### src/lockstep_pkg.sv
// Opcode enum and default data width and lockstep offset
`default_nettype none

package lockstep_pkg;

  //////////////////////////////////////////////////////////////////////
  // Defaults for the top level parameters
  //////////////////////////////////////////////////////////////////////

  // Accumulator and operand width
  parameter int unsigned DataWidthDefault = 32;

  // Delay of at least 2 cycles between the main and the shadow core
  parameter int unsigned LockstepOffsetDefault = 2;

  //////////////////////////////////////////////////////////////////////
  // Command opcodes
  //////////////////////////////////////////////////////////////////////

  // Codes 5 to 7 are not decoded and raise the illegal strobe
  typedef enum logic [2:0] {
    // Take the operand
    OP_LOAD = 3'd0,
    // Wrapping add
    OP_ADD  = 3'd1,
    // Wrapping subtract
    OP_SUB  = 3'd2,
    // Bitwise xor with the operand
    OP_XOR  = 3'd3,
    // Back to zero
    OP_CLR  = 3'd4
  } op_e;

endpackage

`default_nettype wire
### src/core_out_if.sv
// Interface for the observable outputs of one accumulator core
`timescale 1ns/1ps
`default_nettype none

interface core_out_if import lockstep_pkg::*; #(
  parameter int unsigned DataWidth = DataWidthDefault
) ();

  logic                 result_valid;
  logic [DataWidth-1:0] result;
  logic                 illegal;
  logic                 busy;

  // Driven by the core itself
  modport source (
    output result_valid,
    output result,
    output illegal,
    output busy
  );

  // Used by the lockstep checker and the top level
  modport monitor (
    input result_valid,
    input result,
    input illegal,
    input busy
  );

endinterface

`default_nettype wire

### src/lockstep_top.sv
// Top level with main core, lockstep checker and alert collector
`timescale 1ns/1ps
`default_nettype none

module lockstep_top import lockstep_pkg::*; #(
  parameter int unsigned DataWidth      = DataWidthDefault,
  parameter int unsigned LockstepOffset = LockstepOffsetDefault
) (
  input  logic                 clk_i,
  input  logic                 rst_ni,

  // Command strobe
  input  logic                 cmd_valid_i,
  input  op_e                  cmd_op_i,
  input  logic [DataWidth-1:0] cmd_operand_i,

  input  logic                 selftest_i,
  input  logic                 alert_clear_i,

  output logic                 result_valid_o,
  output logic [DataWidth-1:0] result_o,
  output logic                 alert_minor_o,
  output logic                 alert_major_o
);

  logic mismatch;
  logic shadow_illegal;

  core_out_if #(.DataWidth(DataWidth)) main_out ();

  //////////////////////////////////////////////////////////////////////
  // Main core
  //////////////////////////////////////////////////////////////////////

  acc_core #(
    .DataWidth    (DataWidth)
  ) u_main_core (
    .clk_i        (clk_i),
    .rst_ni       (rst_ni),
    .cmd_valid_i  (cmd_valid_i),
    .cmd_op_i     (cmd_op_i),
    .cmd_operand_i(cmd_operand_i),
    .out_o        (main_out)
  );

  assign result_valid_o = main_out.result_valid;
  assign result_o       = main_out.result;

  //////////////////////////////////////////////////////////////////////
  // Lockstep checker and alerts
  //////////////////////////////////////////////////////////////////////

  core_lockstep #(
    .DataWidth       (DataWidth),
    .LockstepOffset  (LockstepOffset)
  ) u_lockstep (
    .clk_i           (clk_i),
    .rst_ni          (rst_ni),
    .cmd_valid_i     (cmd_valid_i),
    .cmd_op_i        (cmd_op_i),
    .cmd_operand_i   (cmd_operand_i),
    .main_i          (main_out),
    .selftest_i      (selftest_i),
    .mismatch_o      (mismatch),
    .shadow_illegal_o(shadow_illegal)
  );

  alert_collector #(
    .LockstepOffset  (LockstepOffset)
  ) u_alerts (
    .clk_i           (clk_i),
    .rst_ni          (rst_ni),
    .main_illegal_i  (main_out.illegal),
    .shadow_illegal_i(shadow_illegal),
    .mismatch_i      (mismatch),
    .alert_clear_i   (alert_clear_i),
    .alert_minor_o   (alert_minor_o),
    .alert_major_o   (alert_major_o)
  );

endmodule

`default_nettype wire

### src/alert_collector.sv
// Sticky minor and major alert registers for the lockstep pair
`timescale 1ns/1ps
`default_nettype none

module alert_collector import lockstep_pkg::*; #(
  parameter int unsigned LockstepOffset = LockstepOffsetDefault
) (
  input  logic clk_i,
  input  logic rst_ni,

  input  logic main_illegal_i,
  input  logic shadow_illegal_i,
  input  logic mismatch_i,
  input  logic alert_clear_i,

  output logic alert_minor_o,
  output logic alert_major_o
);

  logic minor_set;
  logic minor_q;
  logic major_q;

  // Illegal opcode seen by either core
  assign minor_set = main_illegal_i | shadow_illegal_i;

  //////////////////////////////////////////////////////////////////////
  // Alert registers
  //////////////////////////////////////////////////////////////////////

  always_ff @(posedge clk_i or negedge rst_ni) begin
    if (!rst_ni) begin
      minor_q <= 1'b0;
      major_q <= 1'b0;
    end else begin
      // New event wins over clear
      if (minor_set) begin
        minor_q <= 1'b1;
      end else if (alert_clear_i) begin
        minor_q <= 1'b0;
      end
      // Only reset drops the major alert
      if (mismatch_i) begin
        major_q <= 1'b1;
      end
    end
  end

  assign alert_minor_o = minor_q;
  assign alert_major_o = major_q;

  // Shadow trails the main core by the lockstep offset
  shadow_illegal_follows_main: assert property (
    @(posedge clk_i) disable iff (!rst_ni)
    !mismatch_i |-> (shadow_illegal_i == $past(main_illegal_i, LockstepOffset))
  ) else $error("shadow illegal strobe out of step with main core");

endmodule

`default_nettype wire

### src/core_lockstep.sv
// Lockstep checker with delayed shadow core, delay lines and output comparator
`timescale 1ns/1ps
`default_nettype none

module core_lockstep import lockstep_pkg::*; #(
  parameter int unsigned DataWidth      = DataWidthDefault,
  parameter int unsigned LockstepOffset = LockstepOffsetDefault
) (
  input  logic                 clk_i,
  input  logic                 rst_ni,

  input  logic                 cmd_valid_i,
  input  op_e                  cmd_op_i,
  input  logic [DataWidth-1:0] cmd_operand_i,

  core_out_if.monitor          main_i,

  input  logic                 selftest_i,
  output logic                 mismatch_o,
  output logic                 shadow_illegal_o
);

  localparam int unsigned CntW = $clog2(LockstepOffset);

  if (LockstepOffset < 2) begin : gen_offset_check
    $fatal(1, "LockstepOffset must be at least 2");
  end

  //////////////////////////////////////////////////////////////////////
  // Shadow reset release
  //////////////////////////////////////////////////////////////////////

  logic [CntW-1:0] rst_cnt_q;
  logic            rst_done;
  logic            rst_shadow_nq;

  assign rst_done = (rst_cnt_q == CntW'(LockstepOffset - 1));

  always_ff @(posedge clk_i or negedge rst_ni) begin
    if (!rst_ni) begin
      rst_cnt_q     <= '0;
      rst_shadow_nq <= 1'b0;
    end else begin
      if (!rst_done) begin
        rst_cnt_q <= rst_cnt_q + CntW'(1);
      end
      rst_shadow_nq <= rst_done;
    end
  end

  //////////////////////////////////////////////////////////////////////
  // Command delay line
  //////////////////////////////////////////////////////////////////////

  typedef struct packed {
    op_e                  op;
    logic [DataWidth-1:0] operand;
  } cmd_t;

  logic [LockstepOffset-1:0] cmd_valid_q;
  cmd_t [LockstepOffset-1:0] cmd_q;

  // Stage 0 feeds the shadow core
  always_ff @(posedge clk_i or negedge rst_ni) begin
    if (!rst_ni) begin
      cmd_valid_q <= '0;
    end else begin
      cmd_valid_q <= {cmd_valid_i, cmd_valid_q[LockstepOffset-1:1]};
    end
  end

  always_ff @(posedge clk_i) begin
    for (int unsigned i = 0; i < LockstepOffset - 1; i++) begin
      cmd_q[i] <= cmd_q[i+1];
    end
    cmd_q[LockstepOffset-1] <= '{op: cmd_op_i, operand: cmd_operand_i};
  end

  //////////////////////////////////////////////////////////////////////
  // Main output delay line
  //////////////////////////////////////////////////////////////////////

  typedef struct packed {
    logic                 result_valid;
    logic [DataWidth-1:0] result;
    logic                 illegal;
    logic                 busy;
  } core_out_t;

  core_out_t [LockstepOffset-1:0] main_q;
  core_out_t                      main_now;
  core_out_t                      shadow_now;

  assign main_now = '{
    result_valid: main_i.result_valid,
    result:       main_i.result,
    illegal:      main_i.illegal,
    busy:         main_i.busy
  };

  always_ff @(posedge clk_i) begin
    for (int unsigned i = 0; i < LockstepOffset - 1; i++) begin
      main_q[i] <= main_q[i+1];
    end
    main_q[LockstepOffset-1] <= main_now;
  end

  //////////////////////////////////////////////////////////////////////
  // Shadow core
  //////////////////////////////////////////////////////////////////////

  core_out_if #(.DataWidth(DataWidth)) shadow_out ();

  acc_core #(
    .DataWidth    (DataWidth)
  ) u_shadow_core (
    .clk_i        (clk_i),
    .rst_ni       (rst_shadow_nq),
    .cmd_valid_i  (cmd_valid_q[0]),
    .cmd_op_i     (cmd_q[0].op),
    .cmd_operand_i(cmd_q[0].operand),
    .out_o        (shadow_out)
  );

  assign shadow_now = '{
    result_valid: shadow_out.result_valid,
    result:       shadow_out.result,
    illegal:      shadow_out.illegal,
    busy:         shadow_out.busy
  };

  //////////////////////////////////////////////////////////////////////
  // Comparator
  //////////////////////////////////////////////////////////////////////

  logic selftest_q;

  // Self-test goes through one stage to line up with the compare point
  always_ff @(posedge clk_i or negedge rst_ni) begin
    if (!rst_ni) begin
      selftest_q <= 1'b0;
    end else begin
      selftest_q <= selftest_i;
    end
  end

  assign mismatch_o       = rst_shadow_nq & ((shadow_now != main_q[0]) | selftest_q);
  assign shadow_illegal_o = shadow_out.illegal;

endmodule

`default_nettype wire

### src/acc_core.sv
// Accumulator core executing single-cycle command strobes
`timescale 1ns/1ps
`default_nettype none

module acc_core import lockstep_pkg::*; #(
  parameter int unsigned DataWidth = DataWidthDefault
) (
  input  logic                 clk_i,
  input  logic                 rst_ni,

  input  logic                 cmd_valid_i,
  input  op_e                  cmd_op_i,
  input  logic [DataWidth-1:0] cmd_operand_i,

  core_out_if.source           out_o
);

  logic [DataWidth-1:0] acc_d, acc_q;
  logic                 result_valid_d, result_valid_q;
  logic                 illegal_d, illegal_q;

  //////////////////////////////////////////////////////////////////////
  // Opcode decode
  //////////////////////////////////////////////////////////////////////

  always_comb begin
    acc_d          = acc_q;
    result_valid_d = 1'b0;
    illegal_d      = 1'b0;

    if (cmd_valid_i) begin
      result_valid_d = 1'b1;
      case (cmd_op_i)
        OP_LOAD: acc_d = cmd_operand_i;
        OP_ADD:  acc_d = acc_q + cmd_operand_i;
        OP_SUB:  acc_d = acc_q - cmd_operand_i;
        OP_XOR:  acc_d = acc_q ^ cmd_operand_i;
        OP_CLR:  acc_d = '0;
        default: begin
          // Accumulator holds and no result follows
          result_valid_d = 1'b0;
          illegal_d      = 1'b1;
        end
      endcase
    end
  end

  //////////////////////////////////////////////////////////////////////
  // State
  //////////////////////////////////////////////////////////////////////

  always_ff @(posedge clk_i or negedge rst_ni) begin
    if (!rst_ni) begin
      acc_q          <= '0;
      result_valid_q <= 1'b0;
      illegal_q      <= 1'b0;
    end else begin
      acc_q          <= acc_d;
      result_valid_q <= result_valid_d;
      illegal_q      <= illegal_d;
    end
  end

  // Result is the accumulator after the last command
  assign out_o.result_valid = result_valid_q;
  assign out_o.result       = acc_q;
  assign out_o.illegal      = illegal_q;
  assign out_o.busy         = result_valid_q | illegal_q;

  // One command gives either a result or an illegal strobe
  result_xor_illegal: assert property (
    @(posedge clk_i) disable iff (!rst_ni)
    !(out_o.result_valid && out_o.illegal)
  ) else $error("result_valid and illegal high together");

endmodule

`default_nettype wire

### config.mk
export PLATFORM = sky130hd
export DESIGN_NAME = lockstep_top
export DESIGN_NICKNAME = d
export VERILOG_FILES = /design/src/lockstep_pkg.sv /design/src/core_out_if.sv /design/src/lockstep_top.sv /design/src/alert_collector.sv /design/src/core_lockstep.sv /design/src/acc_core.sv
export SDC_FILE = /design/constraint.sdc
export NUM_CORES = 1
export LEC_CHECK = 0
export ABC_CLOCK_PERIOD_IN_PS = 2200
export BUFFER_PORTS_ARGS = -buffer_cell sky130_fd_sc_hd__clkbuf_2
export CAP_MARGIN = 20
export CELL_PAD_IN_SITES_DETAIL_PLACEMENT = 2
export CELL_PAD_IN_SITES_GLOBAL_PLACEMENT = 2
export CORE_UTILIZATION = 30
export DETAILED_ROUTE_END_ITERATION = 10
export GPL_TIMING_DRIVEN = 0
export PLACE_DENSITY_LB_ADDON = 0.1
export SKIP_LAST_GASP = 1
export SYNTH_ARGS = -nofsm -noshare
export SYNTH_HDL_FRONTEND = slang
export SYNTH_SLANG_ARGS = --single-unit
### constraint.sdc
create_clock -name clk_i -period 2.2 [get_ports clk_i]
set_clock_uncertainty 0.15 [all_clocks]
set_input_delay 0.11 -clock clk_i [delete_from_list [all_inputs] [get_ports clk_i]]
set_output_delay 0.11 -clock clk_i [all_outputs]
set_load 0.1 [all_outputs]
==> impl_results.md, run 1 <==
* Status: finished with violations
* Failing checks: setup timing
* Clk_lat worst skew at 0.54 ns
* Std cell rows at 71
* Post-Synthesis Cells at 1269
* HP Class: input port to flip-flop
* DR vias at 11000
* FF-to-FF setup slack at -1.58 ns
* Pre-Repair DR Iteration Count at 5
* Post-synthesis cell area at 11500 um^2
* Worst path max stage delay at 0.36 ns
* Largest net degree at the start of global routing at 36
* Slew Limit Headroom at 0.326
* Drt wl/cell at 24.3 um
* Post-synth EDFFs at 0
* Share of cells above drive strength 1 at 0.353
* Final core occ at 0.444
* Leading area contributor after synthesis: dfxtp_1
* PortBufs at 74
* Setup TNS at -54.84 ns
* Reg2reg path depth at 16
* Max Freq at 0.265 GHz
* Fraction of registers with async set/reset at 0.349
* CTS Buf Count at 24
* Grt total ovfl at 0
* P&R area growth vs syn at 45.5%
* DRT antenna net count at 0
* DRC at 0
* Pwr Total at 19.3 mW
* Fillers at 3980
* Core region area at 37700 um^2
* Setup crit end kind: flip-flop
* Period utilization at 1.72
* IO Pins at 75
* Synth Warn # at 0
* Die W at 198 um
* Leakage at 6.78 nW
* Final Hold Fails at 0
* H-tree levels at 1
* Tot GR Track Use at 0.241
* Top cell type's share of synthesized area at 0.244
* Least-Margin Pin Slew at 1.01 ns
* RePlAce Congestion at 0.843
* Placed cell count at 1855
* Initial Utilization at 0.305
* Diode count at 0
* Multi-input gate area at 8140 um^2
* Max cap viols at 0
* Mapped Nets at 1375
* Clk pin slew, worst setup/hold paths at 0.06 ns
* WP data arrival at 4.03 ns
* Worst path slowest cell: dfxtp_4
* FF+latch count, synth at 215
* CP max FO at 4
* Tmin final at 3.78 ns
* Post-route insts no fill at 2057
* Global-route wire length before repair at 71600 um
* Die Y at 198 um
* Max-slew violations at 0
* Final nets at 1634
* Mean Syn Cell Area at 9.07 um^2
* Startpoint Class: flip-flop
* Final worst setup slack at -1.58 ns
* Most used DFF post-synth: dfxtp_1
* Crit path kind: flip-flop to flip-flop
* Clk sinks at 215
* CTS tree: built
* Initial antenna violation count at 1
* Routed Wire Length at 50000 um
* Req. time, crit path at 2.45 ns
* Via/cell ratio at 5.36
* Vias in the first global route at 11600
* R2r startpoint: u_lockstep.cmd_q[5]
* Total die area at 39100 um^2
* Synth area leaders: dfxtp_1, dfrtp_1, o21ai_0, xnor2_1, ha_1
* Minimum hold slack at 0.0439 ns
* Hold depth at 4
* Clock buffer depth at 3
* Setup violators final at 58
* Power Density at 1150 nW/um^2
* RSZ-0062 raised after global routing: true
* CTS root buf: clkbuf_16
* Hold path endpoint: u_main_core.out_o.result[2]
* Peak VDD IR at 0.000627 V
* Count of cell types in the netlist at 74
* DP Wirelength at 34000 um
* Storage element area at 4730 um^2
* Reg-to-reg critical path endpoint: u_lockstep.u_shadow_core.out_o.result[27]
* Crit path cell chain: nor4_4 > buf_4 > nand2_1 > o41ai_2 > xor2_1 > ha_1 > a21oi_2 > buf_4 > nor2b_1 > a211o_1 > a211oi_4 > o21ai_4 > a21oi_4 > buf_4 > xor2_1 > o21ai_1
* Seq/Total Area, Yosys at 0.407
* Beginning of the worst hold path: cmd_operand_i[2]
* Most frequent CP cell: buf_4
* Initial DRC count at 482
[metal layers]
layer  part of all wire  vias up  GRT usage  wire length [um]
met4              0.030        0     0.0698              1520
met5                  0        -          0                 0
met3              0.024       72     0.0192              1220
met2               0.49      183      0.412             24700
li1                   -     5170          -                 -
met1               0.45     5601      0.324             22500
[cell type report]
type,instances,area share
buffer,46,0.0163
clock buffer,30,0.0397
clock inverter,14,0.0110
inverter,34,0.00927
multi-input combinational,965,0.486
sequential,215,0.282
tap,511,0.0382
timing repair buffer,242,0.117
[timing repair]
item,in CTS,in global routing
cloned,0,0
setup buffers,65,64
hold buffers,43,1
pin swaps,95,133
hold endpoints to repair,110,9
gates resized for setup,176,195
setup endpoints to repair,63,65
[critical path, delay by kind of cell (launching register included)]
kind | cells | cell delay [ns]
buf+inv | 3 | 0.47
fa+ha+maj | 1 | 0.32
compound gates | 7 | 1.50
xor+xnor | 2 | 0.42
simple gates | 3 | 0.44
flops | 1 | 0.36
[power by group]
group	internal, mW	total [mW]	leakage [nW]	switching (mW)
Sequential	4.67	5.56	2.09	0.894
Combinational	3.80	9.46	4.27	5.66
Clock	2.55	4.31	0.419	1.77
[logic make-up after synthesis]
family | Yosys count | synth area share
DFF | 215 | 0.407
other | 1 | 0.000326
buffers and inverters | 89 | 0.0298
AOI/OAI and AO/OA | 482 | 0.259
xor gates and xnor gates | 149 | 0.113
and+or+nand+nor | 264 | 0.115
adders and majority gates | 66 | 0.0731
muxes | 3 | 0.00261
[through the flow]
| stage | instance area, um^2 | setup slack (ns) |
|---|---|---|
| 6_report | 16700 | -1.58 |
| 3_3_place_gp | 13000 | -2.16 |
| 3_5_place_dp | 13100 | -2.16 |
| 4_1_cts | 15500 | -1.55 |
| 5_1_grt | 16700 | -1.76 |
| 2_1_floorplan | 12000 | -1.27 |
[Yosys cell counts (5+ instances only)]
library cell / count
a21o_1: 23
nor3_1: 20
clkbuf_1: 52
xnor2_1: 95
and2_1: 5
o21ai_0: 217
o211ai_1: 5
nor4_1: 8
and3_1: 9
o41ai_1: 8
nand2_1: 69
nand4_1: 13
inv_1: 34
a31oi_1: 6
nor2_1: 71
a21oi_1: 83
nor2b_1: 9
nand2b_1: 8
dfxtp_1: 140
a32oi_1: 44
o21a_1: 10
nand3_1: 17
a22oi_1: 12
ha_1: 64
xor2_1: 54
dfrtp_1: 75
o21bai_1: 8
o31ai_1: 12
a211oi_1: 7
o21ai_1: 9
or3_1: 9
[registers in the layout, indices dropped and copies added, names as in the netlist]
register,count
u_main_core.out_o.result,32
u_alerts.alert_major_o,1
u_main_core.out_o.result_valid,1
u_lockstep.selftest_q,1
u_lockstep.u_shadow_core.out_o.result,32
u_lockstep.u_shadow_core.out_o.illegal,1
u_lockstep.u_shadow_core.out_o.result_valid,1
u_lockstep.cmd_q,70
u_main_core.out_o.illegal,1
u_lockstep.rst_shadow_nq,1
u_lockstep.rst_cnt_q,1
u_lockstep.main_q,70
u_lockstep.cmd_valid_q,2
u_alerts.alert_minor_o,1
[cells in the final DEF (no fill, tap or decap), types with 12 or more instances in the layout]
| cell type | netlist | final |
|---|---|---|
| ha_4 | 0 | 13 |
| xor2_2 | 0 | 13 |
| a21oi_1 | 83 | 45 |
| nand2_1 | 69 | 47 |
| dfrtp_1 | 75 | 60 |
| a21oi_2 | 2 | 32 |
| buf_6 | 1 | 24 |
| o21ai_0 | 217 | 145 |
| dfrtp_2 | 0 | 12 |
| buf_4 | 0 | 99 |
| xor2_1 | 54 | 41 |
| clkbuf_1 | 52 | 30 |
| nand4_1 | 13 | 13 |
| ha_2 | 0 | 17 |
| o21ai_2 | 0 | 16 |
| inv_1 | 34 | 24 |
| ha_1 | 64 | 34 |
| o21ai_1 | 9 | 57 |
| clkbuf_2 | 1 | 72 |
| nor2_1 | 71 | 59 |
| clkbuf_16 | 0 | 27 |
| a21o_1 | 23 | 21 |
| a32oi_1 | 44 | 41 |
| dlygate4sd3_1 | 0 | 44 |
| nor3_1 | 20 | 13 |
| xnor2_1 | 95 | 82 |
| dfxtp_1 | 140 | 128 |
[worst max path at each step]
stage / cells past startpoint / endpoint / slack, ns / startpoint
6_report: 16 / u_lockstep.u_shadow_core.out_o.result[27] / -1.58 / u_lockstep.cmd_q[5]
5_1_grt: 16 / u_lockstep.u_shadow_core.out_o.result[27] / -1.76 / u_lockstep.cmd_q[5]
4_1_cts: 17 / u_lockstep.u_shadow_core.out_o.result[25] / -1.55 / u_lockstep.cmd_q[33]
2_1_floorplan: 17 / u_lockstep.u_shadow_core.out_o.result[25] / -1.27 / u_lockstep.cmd_q[33]
3_5_place_dp: 16 / u_lockstep.u_shadow_core.out_o.result[30] / -2.16 / u_lockstep.cmd_q[34]
3_3_place_gp: 15 / u_lockstep.u_shadow_core.out_o.result[30] / -2.16 / u_lockstep.cmd_q[34]
Power figures use the tool's default switching activity.
==> run 2, diff against run 1 <==
PLACE_DENSITY = 0.67   (was not set)
PLACE_DENSITY_LB_ADDON = not set   (was 0.1)
==> run 2 against run 1 <==
Effect of this change: the run still ends with setup timing left; register-to-register slack got worse by 0.10 ns; sequential cell count did not move; critical path depth did not move; worst hold slack got worse by 0.037 ns; non-clock buffer count rose by 17; maximum frequency fell by 2.6%; first-iteration DRC count fell by 2.9%; combinational power rose by 2.9%; cell count rose by 0.68%; sequential power barely moved; total power fell by 1.5%; largest cell class unchanged; largest power group unchanged; highest routed layer unchanged.
==> impl_results.md, run 2 (synthesis results as in run 1) <==
* CP max FO at 2 (was 4)
* Core region area at 37700 um^2 (unchanged)
* Max cap viols at 0 (unchanged)
* DRT antenna net count at 0 (unchanged)
* Final design instance area without fill at 16900 um^2 (was 16700 um^2)
* Clk pin slew, worst setup/hold paths at 0.07 ns (was 0.06 ns)
* Pre-Repair DR Iteration Count at 4 (was 5)
* R2r startpoint: u_lockstep.cmd_q[2] (was u_lockstep.cmd_q[5])
* Vias in the first global route at 12000 (was 11600)
* Die W at 198 um (unchanged)
* Initial antenna violation count at 0 (was 1)
* Cell Area, Placed at 13100 um^2 (unchanged)
* Diode count at 0 (unchanged)
* Biggest regs: u_lockstep.cmd_q (70), u_lockstep.main_q (70) (unchanged)
* Grt total ovfl at 0 (unchanged)
* RePlAce Congestion at 0.814 (was 0.843)
* Clk sinks at 215 (unchanged)
* Failing checks: setup timing (unchanged)
* Leakage at 6.87 nW (was 6.78 nW)
* Share of cells above drive strength 1 at 0.371 (was 0.353)
* Reg2reg path depth at 16 (unchanged)
* Tot GR Track Use at 0.245 (was 0.241)
* Die Y at 198 um (unchanged)
* Routed Wire Length at 51300 um (was 50000 um)
* Final nets at 1650 (was 1634)
* CTS tree: built (unchanged)
* Most frequent cells in the layout: o21ai_0, dfxtp_1, buf_4 (unchanged)
* Setup crit start: u_lockstep.cmd_q[2] (was u_lockstep.cmd_q[5])
* Peak VDD IR at 0.000563 V (was 0.000627 V)
* RSZ-0062 raised after global routing: true (unchanged)
* DR vias at 11200 (was 11000)
* Post-Route M1 WL at 22200 um (was 22500 um)
* WP data arrival at 4.11 ns (was 4.03 ns)
* Setup crit end kind: flip-flop (unchanged)
* Max Used Layer: met4 (unchanged)
* DP Wirelength at 33800 um (was 34000 um)
* Drt wl/cell at 24.8 um (was 24.3 um)
* Total die area at 39100 um^2 (unchanged)
* CP Capture Point: u_lockstep.u_shadow_core.out_o.result[30] (was u_lockstep.u_shadow_core.out_o.result[27])
* Period utilization at 1.76 (was 1.72)
* Fillers at 3930 (was 3980)
* Clock buffer depth at 3 (unchanged)
* Least-Margin Pin Slew at 0.922 ns (was 1.01 ns)
* Status: finished with violations (unchanged)
* Final Hold Fails at 0 (unchanged)
* Largest net degree at the start of global routing at 36 (unchanged)
* IO Pins at 75 (unchanged)
* Clk_lat worst skew at 0.50 ns (was 0.54 ns)
* Reg-to-reg critical path endpoint: u_lockstep.u_shadow_core.out_o.result[30] (was u_lockstep.u_shadow_core.out_o.result[27])
* CTS root buf: clkbuf_16 (unchanged)
* CTS Buf Count at 23 (was 24)
* Via/cell ratio at 5.40 (was 5.36)
* Slew Limit Headroom at 0.383 (was 0.326)
* Startpoint Class: flip-flop (unchanged)
* Setup violators final at 58 (unchanged)
* HP Class: input port to flip-flop (unchanged)
* DRC at 0 (unchanged)
* Max-slew violations at 0 (unchanged)
* Crit path kind: flip-flop to flip-flop (unchanged)
* PortBufs at 74 (unchanged)
* Max Freq at 0.258 GHz (was 0.265 GHz)
* Commonest non-fill, non-tap cell in the layout: o21ai_0 (unchanged)
* Final worst setup slack at -1.68 ns (was -1.58 ns)
* Global-route wire length before repair at 73800 um (was 71600 um)
* Power Density at 1120 nW/um^2 (was 1150 nW/um^2)
* Hold depth at 4 (unchanged)
* Initial DRC count at 468 (was 482)
* Initial Utilization at 0.305 (unchanged)
* Req. time, crit path at 2.42 ns (was 2.45 ns)
* Met3 WL post-DR at 1440 um (was 1220 um)
* P&R area growth vs syn at 47.3% (was 45.5%)
* Met2 wire length at 25900 um (was 24700 um)
* Setup TNS at -56.63 ns (was -54.84 ns)
* FF-to-FF setup slack at -1.68 ns (was -1.58 ns)
* H-tree levels at 1 (unchanged)
* Std cell rows at 71 (unchanged)
* Tmin final at 3.88 ns (was 3.78 ns)
-- run 2: cell count changes in the layout (fill, tap and decap cells not counted), sizes merged --
| cell | change |
|---|---|
| clkinv | -2 |
| buf | +13 |
| clkinvlp | +2 |
| clkbuf | +1 |
| dlygate4sd3 | +1 |
| inv | +1 |
| bufinv | -2 |
-- run 2: how the worst min path moves through the flow --
stage	to	slack (ns)	from
after detailed placement	u_lockstep.selftest_q	-0.1	rst_ni
after CTS	u_main_core.out_o.result[20]	0.001	cmd_operand_i[20]
after global placement	u_lockstep.selftest_q	0.07	selftest_i
after global routing	u_main_core.out_o.result[21]	0.02	cmd_operand_i[21]
after floorplan	u_alerts.alert_major_o	-0.34	rst_ni
final	u_main_core.out_o.result[20]	0.007	cmd_operand_i[20]
-- run 2: layout make-up --
type                       instances  area (um^2)  share of cell area
clock inverter                    13          128             0.00753
sequential                       215         4730               0.279
inverter                          34          153             0.00901
buffer                            48          289              0.0171
timing repair buffer             257         2090               0.124
tap                              511          639              0.0377
clock buffer                      28          594              0.0351
multi-input combinational        965         8310               0.491
-- run 2: per-layer routing --
| metal | GRT usage | vias up |
|---|---|---|
| met5 | 0 | - |
| met4 | 0.0769 | 0 |
| met3 | 0.0186 | 90 |
| met2 | 0.430 | 227 |
| met1 | 0.319 | 5666 |
| li1 | - | 5196 |
-- run 2: critical path: stages (launching register included) --
cell and delay, ns:
dfxtp_4 0.36, nor4_4 0.32, buf_4 0.18, nand2_4 0.05, o41ai_4 0.36, xor2_1 0.26, ha_1 0.33, a21oi_2 0.20
o21ai_2 0.08, or3_4 0.34, o211ai_1 0.19, buf_4 0.18, nand3_4 0.09, a211oi_4 0.30, o21ai_2 0.08, xnor2_1 0.21
o21ai_1 0.08
-- run 2: repair_timing --
item | CTS | global route
setup buffers | 96 | 58
hold endpoints to repair | 110 | 9
pin swaps | 134 | 131
setup endpoints to repair | 63 | 65
gates resized for setup | 249 | 160
hold buffers | 44 | 1
-- run 2: where the power goes --
part | leakage, nW | total [mW] | switching [mW] | internal [mW]
clock network | 0.350 | 3.77 | 1.67 | 2.10
logic | 4.42 | 9.73 | 5.85 | 3.89
registers | 2.10 | 5.54 | 0.875 | 4.67
total | 6.87 | 19.0 | 8.39 | 10.6
-- run 2: stage by stage --
| step | power, mW | std cells | util | hold slack, ns | setup slack, ns |
|---|---|---|---|---|---|
| floorplan | 10.4 | 1269 | - | -0.336 | -1.27 |
| global placement | 12.3 | 1854 | 0.346 | 0.0724 | -2.03 |
| detailed placement | 12.4 | 1855 | 0.347 | -0.0973 | -2.08 |
| CTS | 17.8 | 2025 | 0.423 | 0.00130 | -1.56 |
| global route | 19.9 | 2071 | 0.450 | 0.0215 | -1.86 |
| finish | 19.0 | 2071 | 0.450 | 0.00666 | -1.68 |
